[config.mk]
export PLATFORM = sky130hd
export DESIGN_NAME = conv_in_loader
export DESIGN_NICKNAME = d
export VERILOG_FILES = /design/src/conv_in_pkg.sv /design/src/dispatch_msg_fifo.sv /design/src/conv_in_rd_ctrl.sv /design/src/axis_gateway_for_conv_in.sv /design/src/conv_in_loader.sv
export SDC_FILE = /design/constraint.sdc
export NUM_CORES = 1
export LEC_CHECK = 0
export ABC_AREA = 1
export ABC_CLOCK_PERIOD_IN_PS = 1850
export BUFFER_PORTS_ARGS = -buffer_cell sky130_fd_sc_hd__buf_2
export CORE_AREA = 10 10 121 123
export CTS_CLUSTER_SIZE = 25
export DETAILED_ROUTE_END_ITERATION = 7
export DIE_AREA = 0 0 131 133
export PLACE_DENSITY = 0.76
export SYNTH_ARGS = -nofsm -noshare
export SYNTH_HDL_FRONTEND = slang
export SYNTH_SLANG_ARGS = --single-unit
[constraint.sdc]
create_clock -name clk -period 1.85 [get_ports clk]
set_input_delay 0.0925 -clock clk [delete_from_list [all_inputs] [get_ports clk]]
set_output_delay 0.0925 -clock clk [all_outputs]
set_load 0.02 [all_outputs]
[src/conv_in_pkg.sv]
package conv_in_pkg;

	// stream widths
	localparam int DATA_W = 64;
	localparam int KEEP_W = DATA_W / 8;
	localparam int LEN_W = 12;

	// dispatch message layout
	localparam int MSG_W = 8;
	localparam int TGT_W = 3;
	localparam int INFO_W = 2;
	localparam int INFO_LSB = 3;
	// one-hot target bits
	localparam int TGT_FT = 2;
	localparam int TGT_KERNEL = 1;
	localparam int TGT_LINEAR = 0;
	// bits inside the packet info
	localparam int INFO_VALID = 1;
	// last-row flag for rows, A/B select for linear, zero for kernels
	localparam int INFO_AUX = 0;

	// message queue
	localparam int MSG_FIFO_DEPTH = 4;
	localparam int MSG_FIFO_PTR_W = $clog2(MSG_FIFO_DEPTH);

	typedef logic [DATA_W-1:0] data_t;
	typedef logic [KEEP_W-1:0] keep_t;
	typedef logic [LEN_W-1:0] len_t;
	typedef logic [MSG_W-1:0] dispatch_msg_t;
	typedef logic [TGT_W-1:0] tgt_t;
	typedef logic [INFO_W-1:0] pkt_info_t;
	typedef logic [MSG_FIFO_PTR_W-1:0] msg_ptr_t;
	// one extra bit so a full queue can be told from an empty one
	typedef logic [MSG_FIFO_PTR_W:0] msg_cnt_t;

	typedef enum logic [1:0] {CMD_FT_ROW, CMD_KERNEL, CMD_LINEAR_A, CMD_LINEAR_B} cmd_kind_e;
	typedef enum logic {ST_IDLE, ST_REQ} rd_ctrl_state_e;

endpackage

[src/dispatch_msg_fifo.sv]
`timescale 1ns/1ps

module dispatch_msg_fifo
	import conv_in_pkg::*;
(
	input logic clk,
	input logic rst_n,
	// write side, from the read controller
	input dispatch_msg_t push_msg,
	input logic push_en,
	output logic full,
	// read side, towards the gateway
	output dispatch_msg_t msg,
	output logic msg_valid,
	input logic msg_ready
);

	// circular message store
	dispatch_msg_t mem [MSG_FIFO_DEPTH];
	msg_ptr_t wr_ptr;
	msg_ptr_t rd_ptr;
	msg_cnt_t count;
	logic do_push;
	logic do_pop;

	// writes into a full queue are dropped
	assign do_push = push_en & ~full;
	assign do_pop = msg_valid & msg_ready;

	assign full = (count == msg_cnt_t'(MSG_FIFO_DEPTH));
	assign msg_valid = (count != '0);
	// head comes straight out of the storage flops
	// and cannot be overwritten before it pops, since writes stop when full
	assign msg = mem[rd_ptr];

	always_ff @(posedge clk) begin
		if (do_push) begin
			mem[wr_ptr] <= push_msg;
		end
	end

	always_ff @(posedge clk) begin
		if (!rst_n) begin
			wr_ptr <= '0;
			rd_ptr <= '0;
			count <= '0;
		end else begin
			// pointers wrap on their own, depth is a power of two
			if (do_push) wr_ptr <= wr_ptr + 1'b1;
			if (do_pop) rd_ptr <= rd_ptr + 1'b1;
			// push and pop together leave the count alone
			if (do_push && !do_pop) count <= count + 1'b1;
			else if (do_pop && !do_push) count <= count - 1'b1;
		end
	end

endmodule

[src/conv_in_rd_ctrl.sv]
`timescale 1ns/1ps

module conv_in_rd_ctrl
	import conv_in_pkg::*;
(
	input logic clk,
	input logic rst_n,
	// load command
	input cmd_kind_e cmd_kind,
	input logic cmd_valid_pkt,
	input logic cmd_last_row,
	input len_t cmd_len,
	input logic cmd_valid,
	output logic cmd_ready,
	// read request to the DMA
	output len_t dma_req_len,
	output logic dma_req_valid,
	input logic dma_req_ready,
	// message queue write side
	input logic full,
	output dispatch_msg_t push_msg,
	output logic push_en
);

	rd_ctrl_state_e state;
	rd_ctrl_state_e state_nxt;
	len_t len_q;
	logic cmd_acc;
	tgt_t tgt;
	pkt_info_t info;

	// one command in flight at a time, and only with room for its message
	assign cmd_ready = (state == ST_IDLE) & ~full;
	assign cmd_acc = cmd_valid & cmd_ready;

	// target and packet info from the command kind
	always_comb begin
		tgt = '0;
		info = '0;
		info[INFO_VALID] = cmd_valid_pkt;
		case (cmd_kind)
			CMD_FT_ROW: begin
				tgt[TGT_FT] = 1'b1;
				info[INFO_AUX] = cmd_last_row;
			end
			CMD_KERNEL: tgt[TGT_KERNEL] = 1'b1;
			CMD_LINEAR_A: tgt[TGT_LINEAR] = 1'b1;
			CMD_LINEAR_B: begin
				tgt[TGT_LINEAR] = 1'b1;
				// type bit set for parameter set B
				info[INFO_AUX] = 1'b1;
			end
			default: tgt = '0;
		endcase
	end

	// reserved bits stay zero
	always_comb begin
		push_msg = '0;
		push_msg[TGT_W-1:0] = tgt;
		push_msg[INFO_LSB +: INFO_W] = info;
	end

	// message goes in on the accept edge, valid or not
	assign push_en = cmd_acc;

	always_comb begin
		state_nxt = state;
		case (state)
			// invalid packets never leave idle
			ST_IDLE: if (cmd_acc && cmd_valid_pkt) state_nxt = ST_REQ;
			ST_REQ: if (dma_req_ready) state_nxt = ST_IDLE;
			default: state_nxt = ST_IDLE;
		endcase
	end

	always_ff @(posedge clk) begin
		if (!rst_n) state <= ST_IDLE;
		else state <= state_nxt;
	end

	// word count held for the whole request
	always_ff @(posedge clk) begin
		if (cmd_acc && cmd_valid_pkt) len_q <= cmd_len;
	end

	assign dma_req_valid = (state == ST_REQ);
	assign dma_req_len = len_q;

endmodule

[src/axis_gateway_for_conv_in.sv]
`timescale 1ns/1ps

module axis_gateway_for_conv_in
	import conv_in_pkg::*;
(
	// dispatch message from the queue head
	input dispatch_msg_t msg,
	input logic msg_valid,
	output logic msg_ready,
	// DMA read stream
	input data_t dma_data,
	input keep_t dma_keep,
	input logic dma_last,
	input logic dma_valid,
	output logic dma_ready,
	// feature map row buffer
	output data_t ft_data,
	output logic ft_last,
	output pkt_info_t ft_user,
	output logic ft_valid,
	input logic ft_ready,
	// kernel buffer
	output data_t kernel_data,
	output keep_t kernel_keep,
	output logic kernel_last,
	output logic kernel_user,
	output logic kernel_valid,
	input logic kernel_ready,
	// linear parameter buffer
	output data_t linear_data,
	output keep_t linear_keep,
	output logic linear_last,
	output pkt_info_t linear_user,
	output logic linear_valid,
	input logic linear_ready
);

	tgt_t tgt;
	pkt_info_t info;
	tgt_t out_ready;
	logic pkt_valid;
	logic sel_ready;
	logic beat_avail;
	logic out_last;

	// message decode
	assign tgt = msg[TGT_W-1:0];
	assign info = msg[INFO_LSB +: INFO_W];
	assign pkt_valid = info[INFO_VALID];

	// ready of the output the message points at
	assign out_ready[TGT_FT] = ft_ready;
	assign out_ready[TGT_KERNEL] = kernel_ready;
	assign out_ready[TGT_LINEAR] = linear_ready;
	assign sel_ready = |(tgt & out_ready);

	// invalid packet makes its marker beat without any DMA data
	assign beat_avail = msg_valid & (~pkt_valid | dma_valid);
	// marker beat is a packet of one
	assign out_last = ~pkt_valid | dma_last;

	// DMA only moves for valid packets
	assign dma_ready = msg_valid & sel_ready & pkt_valid;
	// message pops with the last DMA beat, or alone for a marker
	assign msg_ready = sel_ready & (~pkt_valid | (dma_valid & dma_last));

	// feature rows carry the full info
	assign ft_data = dma_data;
	assign ft_last = out_last;
	assign ft_user = info;
	assign ft_valid = beat_avail & tgt[TGT_FT];

	// kernels see only the valid bit
	assign kernel_data = dma_data;
	// no bytes enabled on a zero kernel
	assign kernel_keep = {KEEP_W{pkt_valid}} & dma_keep;
	assign kernel_last = out_last;
	assign kernel_user = pkt_valid;
	assign kernel_valid = beat_avail & tgt[TGT_KERNEL];

	// linear params, info holds the A/B type
	assign linear_data = dma_data;
	assign linear_keep = dma_keep;
	assign linear_last = out_last;
	assign linear_user = info;
	assign linear_valid = beat_avail & tgt[TGT_LINEAR];

endmodule

[src/conv_in_loader.sv]
`timescale 1ns/1ps

module conv_in_loader
	import conv_in_pkg::*;
(
	input logic clk,
	input logic rst_n,
	// load commands
	input cmd_kind_e cmd_kind,
	input logic cmd_valid_pkt,
	input logic cmd_last_row,
	input len_t cmd_len,
	input logic cmd_valid,
	output logic cmd_ready,
	// DMA read request
	output len_t dma_req_len,
	output logic dma_req_valid,
	input logic dma_req_ready,
	// DMA read stream
	input data_t dma_data,
	input keep_t dma_keep,
	input logic dma_last,
	input logic dma_valid,
	output logic dma_ready,
	// feature map output
	output data_t ft_data,
	output logic ft_last,
	output pkt_info_t ft_user,
	output logic ft_valid,
	input logic ft_ready,
	// kernel output
	output data_t kernel_data,
	output keep_t kernel_keep,
	output logic kernel_last,
	output logic kernel_user,
	output logic kernel_valid,
	input logic kernel_ready,
	// linear parameter output
	output data_t linear_data,
	output keep_t linear_keep,
	output logic linear_last,
	output pkt_info_t linear_user,
	output logic linear_valid,
	input logic linear_ready
);

	// control to queue
	dispatch_msg_t push_msg;
	logic push_en;
	logic full;
	// queue to gateway
	dispatch_msg_t msg;
	logic msg_valid;
	logic msg_ready;

	conv_in_rd_ctrl rd_ctrl_inst (
		.clk(clk),
		.rst_n(rst_n),
		.cmd_kind(cmd_kind),
		.cmd_valid_pkt(cmd_valid_pkt),
		.cmd_last_row(cmd_last_row),
		.cmd_len(cmd_len),
		.cmd_valid(cmd_valid),
		.cmd_ready(cmd_ready),
		.dma_req_len(dma_req_len),
		.dma_req_valid(dma_req_valid),
		.dma_req_ready(dma_req_ready),
		.full(full),
		.push_msg(push_msg),
		.push_en(push_en)
	);

	dispatch_msg_fifo msg_fifo_inst (
		.clk(clk),
		.rst_n(rst_n),
		.push_msg(push_msg),
		.push_en(push_en),
		.full(full),
		.msg(msg),
		.msg_valid(msg_valid),
		.msg_ready(msg_ready)
	);

	axis_gateway_for_conv_in gateway_inst (
		.msg(msg),
		.msg_valid(msg_valid),
		.msg_ready(msg_ready),
		.dma_data(dma_data),
		.dma_keep(dma_keep),
		.dma_last(dma_last),
		.dma_valid(dma_valid),
		.dma_ready(dma_ready),
		.ft_data(ft_data),
		.ft_last(ft_last),
		.ft_user(ft_user),
		.ft_valid(ft_valid),
		.ft_ready(ft_ready),
		.kernel_data(kernel_data),
		.kernel_keep(kernel_keep),
		.kernel_last(kernel_last),
		.kernel_user(kernel_user),
		.kernel_valid(kernel_valid),
		.kernel_ready(kernel_ready),
		.linear_data(linear_data),
		.linear_keep(linear_keep),
		.linear_last(linear_last),
		.linear_user(linear_user),
		.linear_valid(linear_valid),
		.linear_ready(linear_ready)
	);

endmodule

# --- Word-level counts from Yosys, hierarchy flattened ---
# Memory sizes are Yosys's and may differ from the RTL's. A register that Yosys moved wholly into a read port is not among the register bits.
# Cells that the tools add are included.
totals:
  reg_bits: 20
  ram_bits: 20
  input_bits: 97
  out_inout_bits: 234
  word_cells: 57
  n_memories: 1
op_classes:
  addsub: 4
  eq_ne: 4
  muxes: 13
  bitwise: 20
  n_reduce_logical: 10
memory_table:
  columns: ["name", "depth", "width", "rd", "rd_clocked_by_memory_dff", "wr", "line_no", "source"]
  rows:
  - ["msg_fifo_inst.mem", 4, 5, 1, 1, 1, "dispatch_msg_fifo.sv:19", "dispatch_msg_t mem [MSG_FIFO_DEPTH];"]
op_table:
  columns: ["op", "count"]
  rows:
  - ["1-bit bitwise AND", 12]
  - ["8-bit bitwise AND", 1]
  - ["1-bit 2-to-1 mux", 7]
  - ["3-bit 2-to-1 mux", 2]
  - ["2-bit by 1-bit adder with 2-bit output, second input constant", 2]
  - ["2-bit == test, second input constant", 2]
  - ["2-bit 2-to-1 mux", 2]
  - ["1-bit case mux with 2 select lines", 2]
  - ["3-bit by 1-bit adder with 3-bit output, second input constant", 1]
  - ["3-bit bitwise AND", 1]
  - ["3-bit == test, second input constant", 1]
  - ["1-bit logical AND", 3]
  - ["1-bit inverter", 3]
  - ["1-bit OR", 3]
  - ["3-bit nonzero test", 1]
  - ["3-bit OR reduction", 1]
  - ["3-bit by 1-bit subtractor with 3-bit output, second input constant", 1]
  - ["2-bit by 1-bit == test with 1-bit output, second input constant", 1]
  - ["1-bit logical NOT", 2]
  - ["2-bit logical NOT", 1]
  - ["2-bit nonzero test", 1]
  - ["2-bit OR reduction", 1]

# --- Logic depth before layout (Yosys ltp) ---
# Gate-level depths: netlist of the first run.
depth:
  word_depth: 9
  depth_mapped: 14
  ltp_nobuf: 14

# --- Cells and area by module ---
# A second synthesis of the first run with hierarchy kept.
hier_totals:
  hier_cells: 426
  hier_area_um2: 3941.3
by_module_without_submodules:
  columns: ["module", "n_inst", "cells_each", "area_each_um2", "seq_area_each_um2"]
  rows:
  - ["axis_gateway_for_conv_in", 1, 245, 1715.4, 0.0]
  - ["dispatch_msg_fifo", 1, 145, 1691.6, 1141.1]
  - ["conv_in_rd_ctrl", 1, 36, 534.3, 380.4]

# --- Worst setup path before layout of the first run ---
# OpenSTA, ideal clock, no wires.
synth_timing:
  kind: "register to register"
  startpoint: "reg msg_fifo_inst.count[1]"
  endpoint: "reg msg_fifo_inst.count[2]"
  arrival_ns: 2.203
  t_required_ns: 1.728
  path_slack_ns: -0.475
  stages_incl_launch_ff: 12
  cell_sequence: "dfxtp_1 inv_1 a31oi_1 nand2_1 inv_1 ha_1 inv_1 fa_1 a21oi_1 o21ai_0 o21ai_0 a21oi_1"
synth_via:
  elab_chain_cells: 8
synth_rtl:
  columns: ["element", "line_no", "source"]
  rows:
  - ["start, declared", "dispatch_msg_fifo.sv:22", "msg_cnt_t count;"]
  - ["start signal, assigned", "dispatch_msg_fifo.sv:52", "if (do_push && !do_pop) count <= count + 1'b1;"]
  - ["start signal, assigned", "dispatch_msg_fifo.sv:53", "else if (do_pop && !do_push) count <= count - 1'b1;"]
  - ["3-bit == test (*)", "dispatch_msg_fifo.sv:30", "assign full = (count == msg_cnt_t'(MSG_FIFO_DEPTH));"]
  - ["1-bit inverter (*)", "conv_in_rd_ctrl.sv:33", "assign cmd_ready = (state == ST_IDLE) & ~full;"]
  - ["1-bit bitwise AND (*)", "conv_in_rd_ctrl.sv:33", null]
  - ["net cmd_ready", "conv_in_loader.sv:14", "output logic cmd_ready,"]
  - ["1-bit bitwise AND (*)", "conv_in_rd_ctrl.sv:34", "assign cmd_acc = cmd_valid & cmd_ready;"]
  - ["1-bit bitwise AND (*)", "dispatch_msg_fifo.sv:27", "assign do_push = push_en & ~full;"]
  - ["net msg_fifo_inst.do_push", "dispatch_msg_fifo.sv:23", "logic do_push;"]
  - ["1-bit logical NOT", "dispatch_msg_fifo.sv:53", null]
  - ["1-bit logical AND", "dispatch_msg_fifo.sv:53", null]
  - ["2-bit nonzero test (no source line)", null, null]
# The timed path passes the listed nets; every way through them passes the cells marked *. The select of a mux whose other input is x is not followed.
# A chain may end at the register's enable or synchronous reset.

==> results.toml, run 1 <==
[global_routing]
antenna_found_initial = 6
grt_max_degree = 16
grt.total_usage = 0.120
first_pass_grt_wire_length_microns = 14800
grt_pass1_vias = 2061
grt_remaining_overflow = 0

[power]
fin_total_pwr_mw = 3.92
max-vdd-ir-drop_mv = 0.924
power_density_nw_per_um2 = 1310
power.static_leakage_nw = 1.33

[clocking]
clkSlewWorstSetupHoldPaths_ns = 0.06
clock_tree.buffer_depth = 2
tritoncts_clock_tree = "built"
cts_made_buffers = 5
cts.sink_count = 42
cts_max_level = 2
cts_root_buf = "clkbuf_16"
clk-insertion-delay-late_ns = 0.28

[layout]
sequential_cell_area_sq_um = 1170
layout_common_cells = "buf_2, edfxtp_1, inv_1, nor2_1"
layout-drive-gt1-share = 0.480
utilization = 0.243
n_fill_cell = 1289
finalNetCount = 387
mostFrequentLayoutCell = "buf_2"
layout-area-overhead-vs-synth_pct = -11.8
multi_input_comb_area_sq_um = 706

[logic_synthesis]
postSynthAreaPerCell_sq_um = 9.04
netlist_top_cells_area = "buf_4, edfxtp_1, dfxtp_1"
synth_area_sq_um = 3400
mappedNetlistNets = 483
netlist.top_cell.by_area = "buf_4"
synth_seq_cells = 42
synth.lib_cells_used.distinct = 22
synth_sequential_area_ratio = 0.342
yosysTopAreaCellShare = 0.453
yosysWarnings = 0
syn_inst = 376

[worst_setup_path]
cp_num_buf_inv = 2
path_cells = "buf_12, nand2_1, nand3_1, nand3_2, nand3_4, nand2_4, ha_4, inv_4, fa_2, a21oi_2, o21ai_1, o21ai_1, a21oi_1"
worst_ep_required_time_ns = 2.02
timing.critical_path.mode_cell = "o21ai_1"
worstPathMaxFanout = 8
cp_slowest_cell = "dfxtp_4"
worst_path_dominant_cell_family = "simple AND/OR/NAND/NOR gates"
worstSetupPathType = "register to register"
start_kind = "register"
critPathArrivalTime_ns = 2.18
critical_path.max_stage_delay_ns = 0.37
endpoint_kind = "register"

[timing]
final_period_minus_worst_setup_slack_ns = 2.01
setup_repair_after_global_routing_missed_its_margin = "yes"
post-route-period-util = 1.09
report.final.hold_viol_count = 0
layout_setup_ws_ns = -0.160
timing.setup.tns_ns = -0.230
worst_hold_slack_ns = 0.0468
clock.fmax_mhz = 498
final.setup_skew_ns = 0.00250
timing_max_transition_violations_final = 0
timing.max_slew.rel_slack = 0.705
finalSetupViolCount = 2
worstMarginPinSlew_ns = 0.441

[outcome]
violations = "setup timing"
outcome = "finished, violations left"

[floorplanning]
io-pin-count = 331
rows = 41
die_height_microns = 133
core_sq_um = 12400
design.die.area_sq_um = 17400
die-width_microns = 131
initial_utilization = 0.275

[route]
wl_per_cell_microns = 25.0
routed-via-count = 1862
first_pass_iters = 4
drt-total-wl_microns = 11400
dr.first_iter.drc_count = 120
route.detailed.vias_per_inst = 4.09
drt.antenna.violating_nets = 0
drc = 0

[worst_hold_path]
min_path_type = "primary input to register"

[placement]
dpl_worst_slack_ns = -0.232
dp_hpwl_microns = 9920
io_buffer_count = 74
routabilityCongestion = 0.789

[run]
max_cap_viol_count = 0
[state kept, by name (all words and copies together) (netlist names), named ones only]
name and cells:
msg_fifo_inst.mem 20, rd_ctrl_inst.dma_req_len 12, msg_fifo_inst.count 3, msg_fifo_inst.rd_ptr 2, msg_fifo_inst.wr_ptr 2, rd_ctrl_inst.dma_req_valid 1
[worst paths after layout]
path | startpoint | depth (start not counted) | to | slack (ns)
worst max-delay path | register | 13 | msg_fifo_inst.count[2] | -0.16
worst min-delay path | cmd_valid_pkt | 1 | msg_fifo_inst.mem[2][4] | 0.05
worst max register to register | register | 13 | msg_fifo_inst.count[2] | -0.16
worst min register to register | msg_fifo_inst.rd_ptr[1] | 2 | register | 0.51
[repair_timing]
action	CTS	global route
setup buffers	4	1
hold buffers	12	0
gates resized for setup	17	7
endpoints found under the setup margin	2	2
pin swaps	7	6
endpoints found under the hold margin	12	0
[cells by family (layout without fill, tap and decap cells)]
logic type                 count (synthesis)  after routing  synth area share
AOI/OAI and AO/OA                         19             19            0.0294
DFF                                       42             42             0.342
buffers and inverters                    237            142             0.490
xor gates and xnor gates                   2              2           0.00515
other                                      0              2                 0
adders and majority gates                 10             10            0.0390
and+or+nand+nor                           66             66            0.0946
[cell type report]
type / count / area share
antenna: 2 / 0.00167
clock buffer: 5 / 0.0417
clock inverter: 3 / 0.00834
inverter: 31 / 0.0405
multi-input combinational: 97 / 0.235
sequential: 42 / 0.389
tap: 172 / 0.0718
timing repair buffer: 103 / 0.212
[synth_stat cells]
library cell  count
a21oi_1           9
a31oi_1           1
buf_4           205
buf_6             1
dfxtp_1          10
edfxtp_1         32
fa_1              1
ha_1              9
inv_1            29
inv_2             2
nand2_1          17
nand2_2           7
nand2_4           1
nand3_1          15
nand3_2           2
nor2_1           21
nor2_4            2
o21a_1            1
o21ai_0           7
o22ai_1           1
or2_2             1
xor2_1            2
[worst register-to-register path: stages (launching register included)]
cell,delay [ns]
dfxtp_4,0.37
buf_12,0.14
nand2_1,0.05
nand3_1,0.12
nand3_2,0.12
nand3_4,0.10
nand2_4,0.09
ha_4,0.13
inv_4,0.04
fa_2,0.35
a21oi_2,0.12
o21ai_1,0.09
o21ai_1,0.12
a21oi_1,0.06
[report_power, final]
part / switching (mW) / internal (mW) / total, mW
Sequential: 0.0899 / 1.17 / 1.26
Clock: 0.359 / 0.506 / 0.865
Combinational: 1.08 / 0.718 / 1.79
Total: 1.53 / 2.39 / 3.92
[per-layer routing]
| layer | up-vias | share of wire | track usage |
|---|---|---|---|
| met5 | - | 0.0044 | 0.0370 |
| met4 | 4 | 0.034 | 0.0439 |
| met3 | 29 | 0.27 | 0.139 |
| met2 | 251 | 0.44 | 0.184 |
| met1 | 796 | 0.25 | 0.0909 |
| li1 | 782 | - | - |
[per-stage QoR]
stage / instances / cell area (sq um)
after floorplan: 376 / 3440
after global placement: 428 / 2580
after detailed placement: 428 / 2580
after CTS: 452 / 2950
after global routing: 453 / 2990
final: 455 / 3000
Note: power is estimated with default switching activity, not from simulation.
==> run 2: changes to the inputs <==
--- a/config.mk
+++ b/config.mk
@@ -13,6 +13,7 @@
 export DETAILED_ROUTE_END_ITERATION = 7
 export DIE_AREA = 0 0 131 133
 export PLACE_DENSITY = 0.76
+export RECOVER_POWER = 100
 export SYNTH_ARGS = -nofsm -noshare
 export SYNTH_HDL_FRONTEND = slang
 export SYNTH_SLANG_ARGS = --single-unit
==> run 2 against run 1 <==
Against the previous run:
- the flow still finishes with violations (setup timing)
- register-to-register slack about the same
- routed wire length fell by 0.40%
- sequential share of layout area grew 0.49 points
- die area is the same
- clock power barely moved
- via count rose by 0.16%
- clock-buffer cell count did not move
- first-iteration DRC count down 5.8%
- power down 0.42%
- critical path depth stayed put
- largest cell class unchanged
- critical endpoint unchanged
- cell count unchanged
==> results.toml, run 2 (synthesized netlist as in run 1, its figures left out) <==
[power]
clockPowerShare = 0.222
power.static_leakage_nw = 1.25
max-vdd-ir-drop_mv = 0.922
seqPwrFrac = 0.322
total_switching_power_mw = 1.53
internal_power_mw = 2.37
combinational_power_share = 0.456
p_sw_frac = 0.392
power_density_nw_per_um2 = 1320

[timing]
report.final.hold_viol_count = 0
worstMarginPinSlew_ns = 0.442
setup_repair_after_global_routing_missed_its_margin = "yes"
final_period_minus_worst_setup_slack_ns = 2.01
final.setup_skew_ns = 0.00296
worst_hold_slack_ns = 0.103
post-route-period-util = 1.09
layout_setup_ws_ns = -0.161
timing.setup.tns_ns = -0.232
finalSetupViolCount = 2
clock.fmax_mhz = 497
timing.max_slew.rel_slack = 0.704
timing_max_transition_violations_final = 0

[layout]
n_fill_cell = 1313
layout_common_cells = "buf_2, edfxtp_1, inv_1, clkbuf_1, nor2_1"
utilization = 0.240
max_flop_register = "msg_fifo_inst.mem"
mostFrequentLayoutCell = "buf_2"
layout-area-overhead-vs-synth_pct = -12.9
layout-drive-gt1-share = 0.388
number_of_standard_cells_in_the_layout_taps_in_and_fillers_out = 455
finalNetCount = 387
largest_reg_flops = 20

[worst_setup_path]
r2r_cells = 13
endpoint_kind = "register"
worstSetupPathType = "register to register"
start_kind = "register"
worstPathMaxFanout = 8
crit-reg2reg-capture = "msg_fifo_inst.count[2]"
critPathArrivalTime_ns = 2.18
rrSetupSlack_ns = -0.16
worst_ep_required_time_ns = 2.02

[floorplanning]
rows = 41
core_sq_um = 12400
initial_utilization = 0.275
die_height_microns = 133
design.die.area_sq_um = 17400
io-pin-count = 331
die-width_microns = 131

[route]
first_pass_iters = 4
route.detailed.vias_per_inst = 4.10
drc = 0
dr.first_iter.drc_count = 113
routed-via-count = 1865
drt.antenna.violating_nets = 0
wl_per_cell_microns = 24.9
drt-total-wl_microns = 11300

[clocking]
cts_made_buffers = 5
cts_max_level = 2
clock_tree.buffer_depth = 2
clk-insertion-delay-late_ns = 0.28
cts.sink_count = 42
tritoncts_clock_tree = "built"
clkSlewWorstSetupHoldPaths_ns = 0.06
cts_root_buf = "clkbuf_16"

[placement]
count_of_placed_standard_cells_including_taps = 428
io_buffer_count = 74
routabilityCongestion = 0.789
dp_hpwl_microns = 9920

[global_routing]
grt_remaining_overflow = 0
grt_max_degree = 16
grt.total_usage = 0.120
grt_pass1_vias = 2061
antenna_found_initial = 5
first_pass_grt_wire_length_microns = 14800

[run]
max_cap_viol_count = 0

[outcome]
outcome = "finished, violations left"
violations = "setup timing"

[worst_hold_path]
hold_start = "rst_n"
holdPathStages = 2
min_delay_worst_endpoint = "rd_ctrl_inst.dma_req_valid"
min_path_type = "primary input to register"
run 2: cell types whose count changed in the layout (fill, tap and decap cells not counted):
cell / previous run / this run
buf_2: 74 / 49
buf_4: 15 / 13
clkbuf_1: 0 / 26
clkbuf_2: 0 / 1
run 2: how the worst max path moves through the flow:
stage,startpoint,endpoint,cells after the start
after detailed placement,register,msg_fifo_inst.count[2],13
after global routing,register,msg_fifo_inst.count[2],13
final,register,msg_fifo_inst.count[2],13
after floorplan,register,msg_fifo_inst.count[2],14
after global placement,register,msg_fifo_inst.count[2],13
after CTS,register,msg_fifo_inst.count[2],13
run 2: power groups by stage:
stage	clock (mW)	sequential [mW]	combinational, mW
floorplan	0	1.28	1.61
global placement	0	1.26	1.53
detailed placement	0	1.26	1.58
CTS	0.885	1.25	1.75
global route	0.913	1.27	1.93
finish	0.865	1.26	1.78
run 2: cell type report:
| class | instances | area, sq um | share of cell area |
|---|---|---|---|
| clock buffers | 5 | 125 | 0.0422 |
| clock inverters | 3 | 25.0 | 0.00845 |
| diodes | 2 | 5.00 | 0.00169 |
| flip-flops and latches | 42 | 1170 | 0.394 |
| repair buffers | 103 | 597 | 0.202 |
| multi-input cells | 97 | 706 | 0.238 |
| inverters | 31 | 121 | 0.0410 |
| well taps | 172 | 215 | 0.0727 |
run 2: timing repair:
item	4_1_cts	5_1_grt
setup endpoints to repair	2	2
resized for setup	17	7
pin swaps	7	6
hold buffers	12	0
hold endpoints to repair	12	0
setup buffers	4	1
run 2: critical path, stage by stage (launching register included):
cell	delay (ns)
dfxtp_4	0.37
buf_12	0.14
nand2_1	0.05
nand3_1	0.12
nand3_2	0.12
nand3_4	0.10
nand2_4	0.09
ha_4	0.13
inv_4	0.04
fa_2	0.35
a21oi_2	0.12
o21ai_1	0.09
o21ai_1	0.12
a21oi_1	0.06
run 2: metrics by stage:
stage                     setup WS [ns]  cell area, sq um  power (mW)
after global placement           -0.116              2580        2.79
after detailed placement         -0.232              2580        2.85
after global routing             -0.250              2960        4.12
after CTS                        -0.153              2950        3.89
final                            -0.161              2960        3.90
after floorplan                 -0.0430              3440        2.89
run 2: metal layers:
metal	vias up	GRT usage	wire, microns	part of all wire
met4	4	0.0439	384	0.034
li1	781	-	-	-
met2	249	0.184	5020	0.44
met5	-	0.0370	50	0.0044
met3	30	0.139	3020	0.27
met1	801	0.0909	2840	0.25
==> run 3: changes to the inputs <==
--- a/config.mk
+++ b/config.mk
@@ -5,7 +5,6 @@
 export SDC_FILE = /design/constraint.sdc
 export NUM_CORES = 1
 export LEC_CHECK = 0
-export ABC_AREA = 1
 export ABC_CLOCK_PERIOD_IN_PS = 1850
 export BUFFER_PORTS_ARGS = -buffer_cell sky130_fd_sc_hd__buf_2
 export CORE_AREA = 10 10 121 123
==> run 3 against run 2 <==
Against the previous run:
- the flow still finishes with violations (setup timing)
- via count shrank 11%
- synthesized cell count shrank 11%
- clock power grew 2.9%
- clock skew grew 0.0031 ns
- sequential power is essentially flat
- cell count shrank 8.4%
- maximum frequency shrank 22%
- power grew 9.4%
- routed wire length shrank 16%
- hold slack lost 0.062 ns
- combinational power grew 20%
- largest power group unchanged
==> results.toml, run 3 <==
[worst_setup_path]
worst_ep_required_time_ns = 2.07
start_kind = "register"
worstPathMaxFanout = 2
endpoint_kind = "register"
worstSetupPathType = "register to register"
rrSetupSlack_ns = -0.72
critPathArrivalTime_ns = 2.78

[logic_synthesis]
syn_inst = 334
synth_sequential_area_ratio = 0.341
netlist_top_cells_area = "buf_4, edfxtp_1, dfxtp_1"
postSynthAreaPerCell_sq_um = 10.2
synth_top_family_by_area = "buffers and inverters"
synth_seq_cells = 42
synth_compound_gate_area_share = 0.0327
yosysWarnings = 0
synthSimpleGateAreaFrac = 0.0655
synth.lib_cells_used.distinct = 35
share_of_synthesized_registers_carrying_an_async_set_or_reset = 0
synth_common_cells = "buf_4, edfxtp_1, and2_1"
yosysTopAreaCellShare = 0.453
synth_flop_cell = "edfxtp_1"
parity_gate_share_of_the_synthesized_area_counting_xor_and_xnor_cells = 0.00773
synth_edf_count = 32
synthesized_area_fraction_occupied_by_adder_cells = 0.0390
synth_area_sq_um = 3400
synthMostInstantiatedCell = "buf_4"
synth.area.mux_share = 0.0445
netlist.top_cell.by_area = "buf_4"
mappedNetlistNets = 441

[clocking]
cts_root_buf = "clkbuf_16"
cts_max_level = 2
cts.sink_count = 42
clkSlewWorstSetupHoldPaths_ns = 0.07
clock_tree.buffer_depth = 2
tritoncts_clock_tree = "built"
cts_made_buffers = 5
clk-insertion-delay-late_ns = 0.28

[timing]
final.setup_skew_ns = 0.00602
worst_hold_slack_ns = 0.0410
setup_repair_after_global_routing_missed_its_margin = "yes"
timing.max_slew.rel_slack = 0.775
timing_max_transition_violations_final = 0
report.final.hold_viol_count = 0
timing.setup.tns_ns = -10.53
clock.fmax_mhz = 390
worstMarginPinSlew_ns = 0.337
final_period_minus_worst_setup_slack_ns = 2.57
post-route-period-util = 1.39
finalSetupViolCount = 23
layout_setup_ws_ns = -0.715

[global_routing]
grt_pass1_vias = 1828
busiest_layer = "met2"
global_route.usage.met2 = 0.168
globalRouteMet1Util = 0.0777
gr-usage-met3 = 0.101
first_pass_grt_wire_length_microns = 12700
grt_max_degree = 15
grt_remaining_overflow = 0
antenna_found_initial = 1
grt.total_usage = 0.0995

[worst_hold_path]
min_path_type = "primary input to register"

[layout]
layout-drive-gt1-share = 0.457
layout-area-overhead-vs-synth_pct = -8.43
finalNetCount = 351
antennaDiodeCount = 0
utilization = 0.252
n_fill_cell = 1298
largest_reg_flops = 20
max_flop_register = "msg_fifo_inst.mem"
layout_common_cells = "clkbuf_1, edfxtp_1, buf_2, buf_4, buf_6"

[power]
power_density_nw_per_um2 = 1370
power.static_leakage_nw = 1.23
max-vdd-ir-drop_mv = 0.544

[route]
dr.first_iter.drc_count = 42
first_pass_iters = 4
route.detailed.vias_per_inst = 3.97
drt-total-wl_microns = 9490
routed-via-count = 1657
drt.antenna.violating_nets = 0
drc = 0
wl_per_cell_microns = 22.8

[outcome]
outcome = "finished, violations left"
violations = "setup timing"

[placement]
io_buffer_count = 74
routabilityCongestion = 0.726
dp_hpwl_microns = 7900

[floorplanning]
core_sq_um = 12400
rows = 41
io-pin-count = 331
die_height_microns = 133
die-width_microns = 131
design.die.area_sq_um = 17400
initial_utilization = 0.275

[run]
max_cap_viol_count = 0
run 3: cell types whose count changed in the layout (fill, tap and decap cells not counted), moves of 6 or more:
cell,before,now
a21oi_1,7,1
nand2_1,15,6
nor2_1,21,2
buf_6,1,21
inv_1,28,5
clkbuf_1,26,32
nand3_1,6,0
buf_4,13,21
and2_4,0,8
buf_2,49,24
nand3_2,8,0
run 3: worst paths after layout:
kind,from,end,depth (start not counted)
hold / removal,cmd_len[0],rd_ctrl_inst.dma_req_len[0],1
hold reg to reg,msg_fifo_inst.rd_ptr[1],register,2
setup reg to reg,msg_fifo_inst.mem[3][1],msg_fifo_inst.count[2],9
setup / recovery,msg_fifo_inst.mem[3][1],msg_fifo_inst.count[2],9
run 3: repair_timing:
item / in CTS / in global routing
hold buffers: 10 / 0
endpoints found under the setup margin: 22 / 25
resized for setup: 60 / 11
pin swaps: 2 / 0
setup buffers: 8 / 2
gates cloned: 1 / 0
hold endpoints to repair: 10 / 0
run 3: cell families after synthesis:
kind of cell | Yosys count
buffers and inverters | 216
DFF | 42
and+or+nand+nor | 39
AOI/OAI and AO/OA | 13
muxes | 11
adders and majority gates | 10
xor gates and xnor gates | 3
run 3: cell type report:
| cell class | count | area, sq um | share of cell area |
|---|---|---|---|
| Tap cell | 172 | 215 | 0.0691 |
| Timing Repair Buffer | 112 | 792 | 0.254 |
| Sequential cell | 42 | 1170 | 0.374 |
| Clock buffer | 5 | 125 | 0.0402 |
| Multi-Input combinational cell | 76 | 766 | 0.246 |
| Inverter | 7 | 28.8 | 0.00924 |
| Clock inverter | 3 | 21.3 | 0.00683 |
run 3: through the flow:
step,worst slack [ns],instances,cell area (sq um),total power [mW]
after global routing,-0.834,417,3110,4.52
after detailed placement,-0.777,389,2570,2.78
after floorplan,-0.668,334,3420,2.84
final,-0.715,417,3110,4.27
after CTS,-0.744,416,3110,4.29
after global placement,-0.655,389,2570,2.73
run 3: critical path, stage by stage, from the launching register on:
cell and delay (ns):
edfxtp_1 0.36, mux4_2 0.52, a2111oi_4 0.38, a211o_4 0.17, ha_4 0.12, inv_2 0.03, fa_2 0.33, xor2_1 0.15
or3_1 0.30, a21boi_1 0.13
run 3: power by group:
group	total (mW)	switching (mW)	internal, mW
clock network	0.890	0.390	0.501
logic	2.14	0.989	1.15
registers	1.24	0.0736	1.17
run 3: layer usage:
metal | part of all wire | vias to the layer above
met5 | 0.0053 | -
met4 | 0.0051 | 2
met3 | 0.22 | 9
met2 | 0.50 | 231
met1 | 0.27 | 720
li1 | - | 695
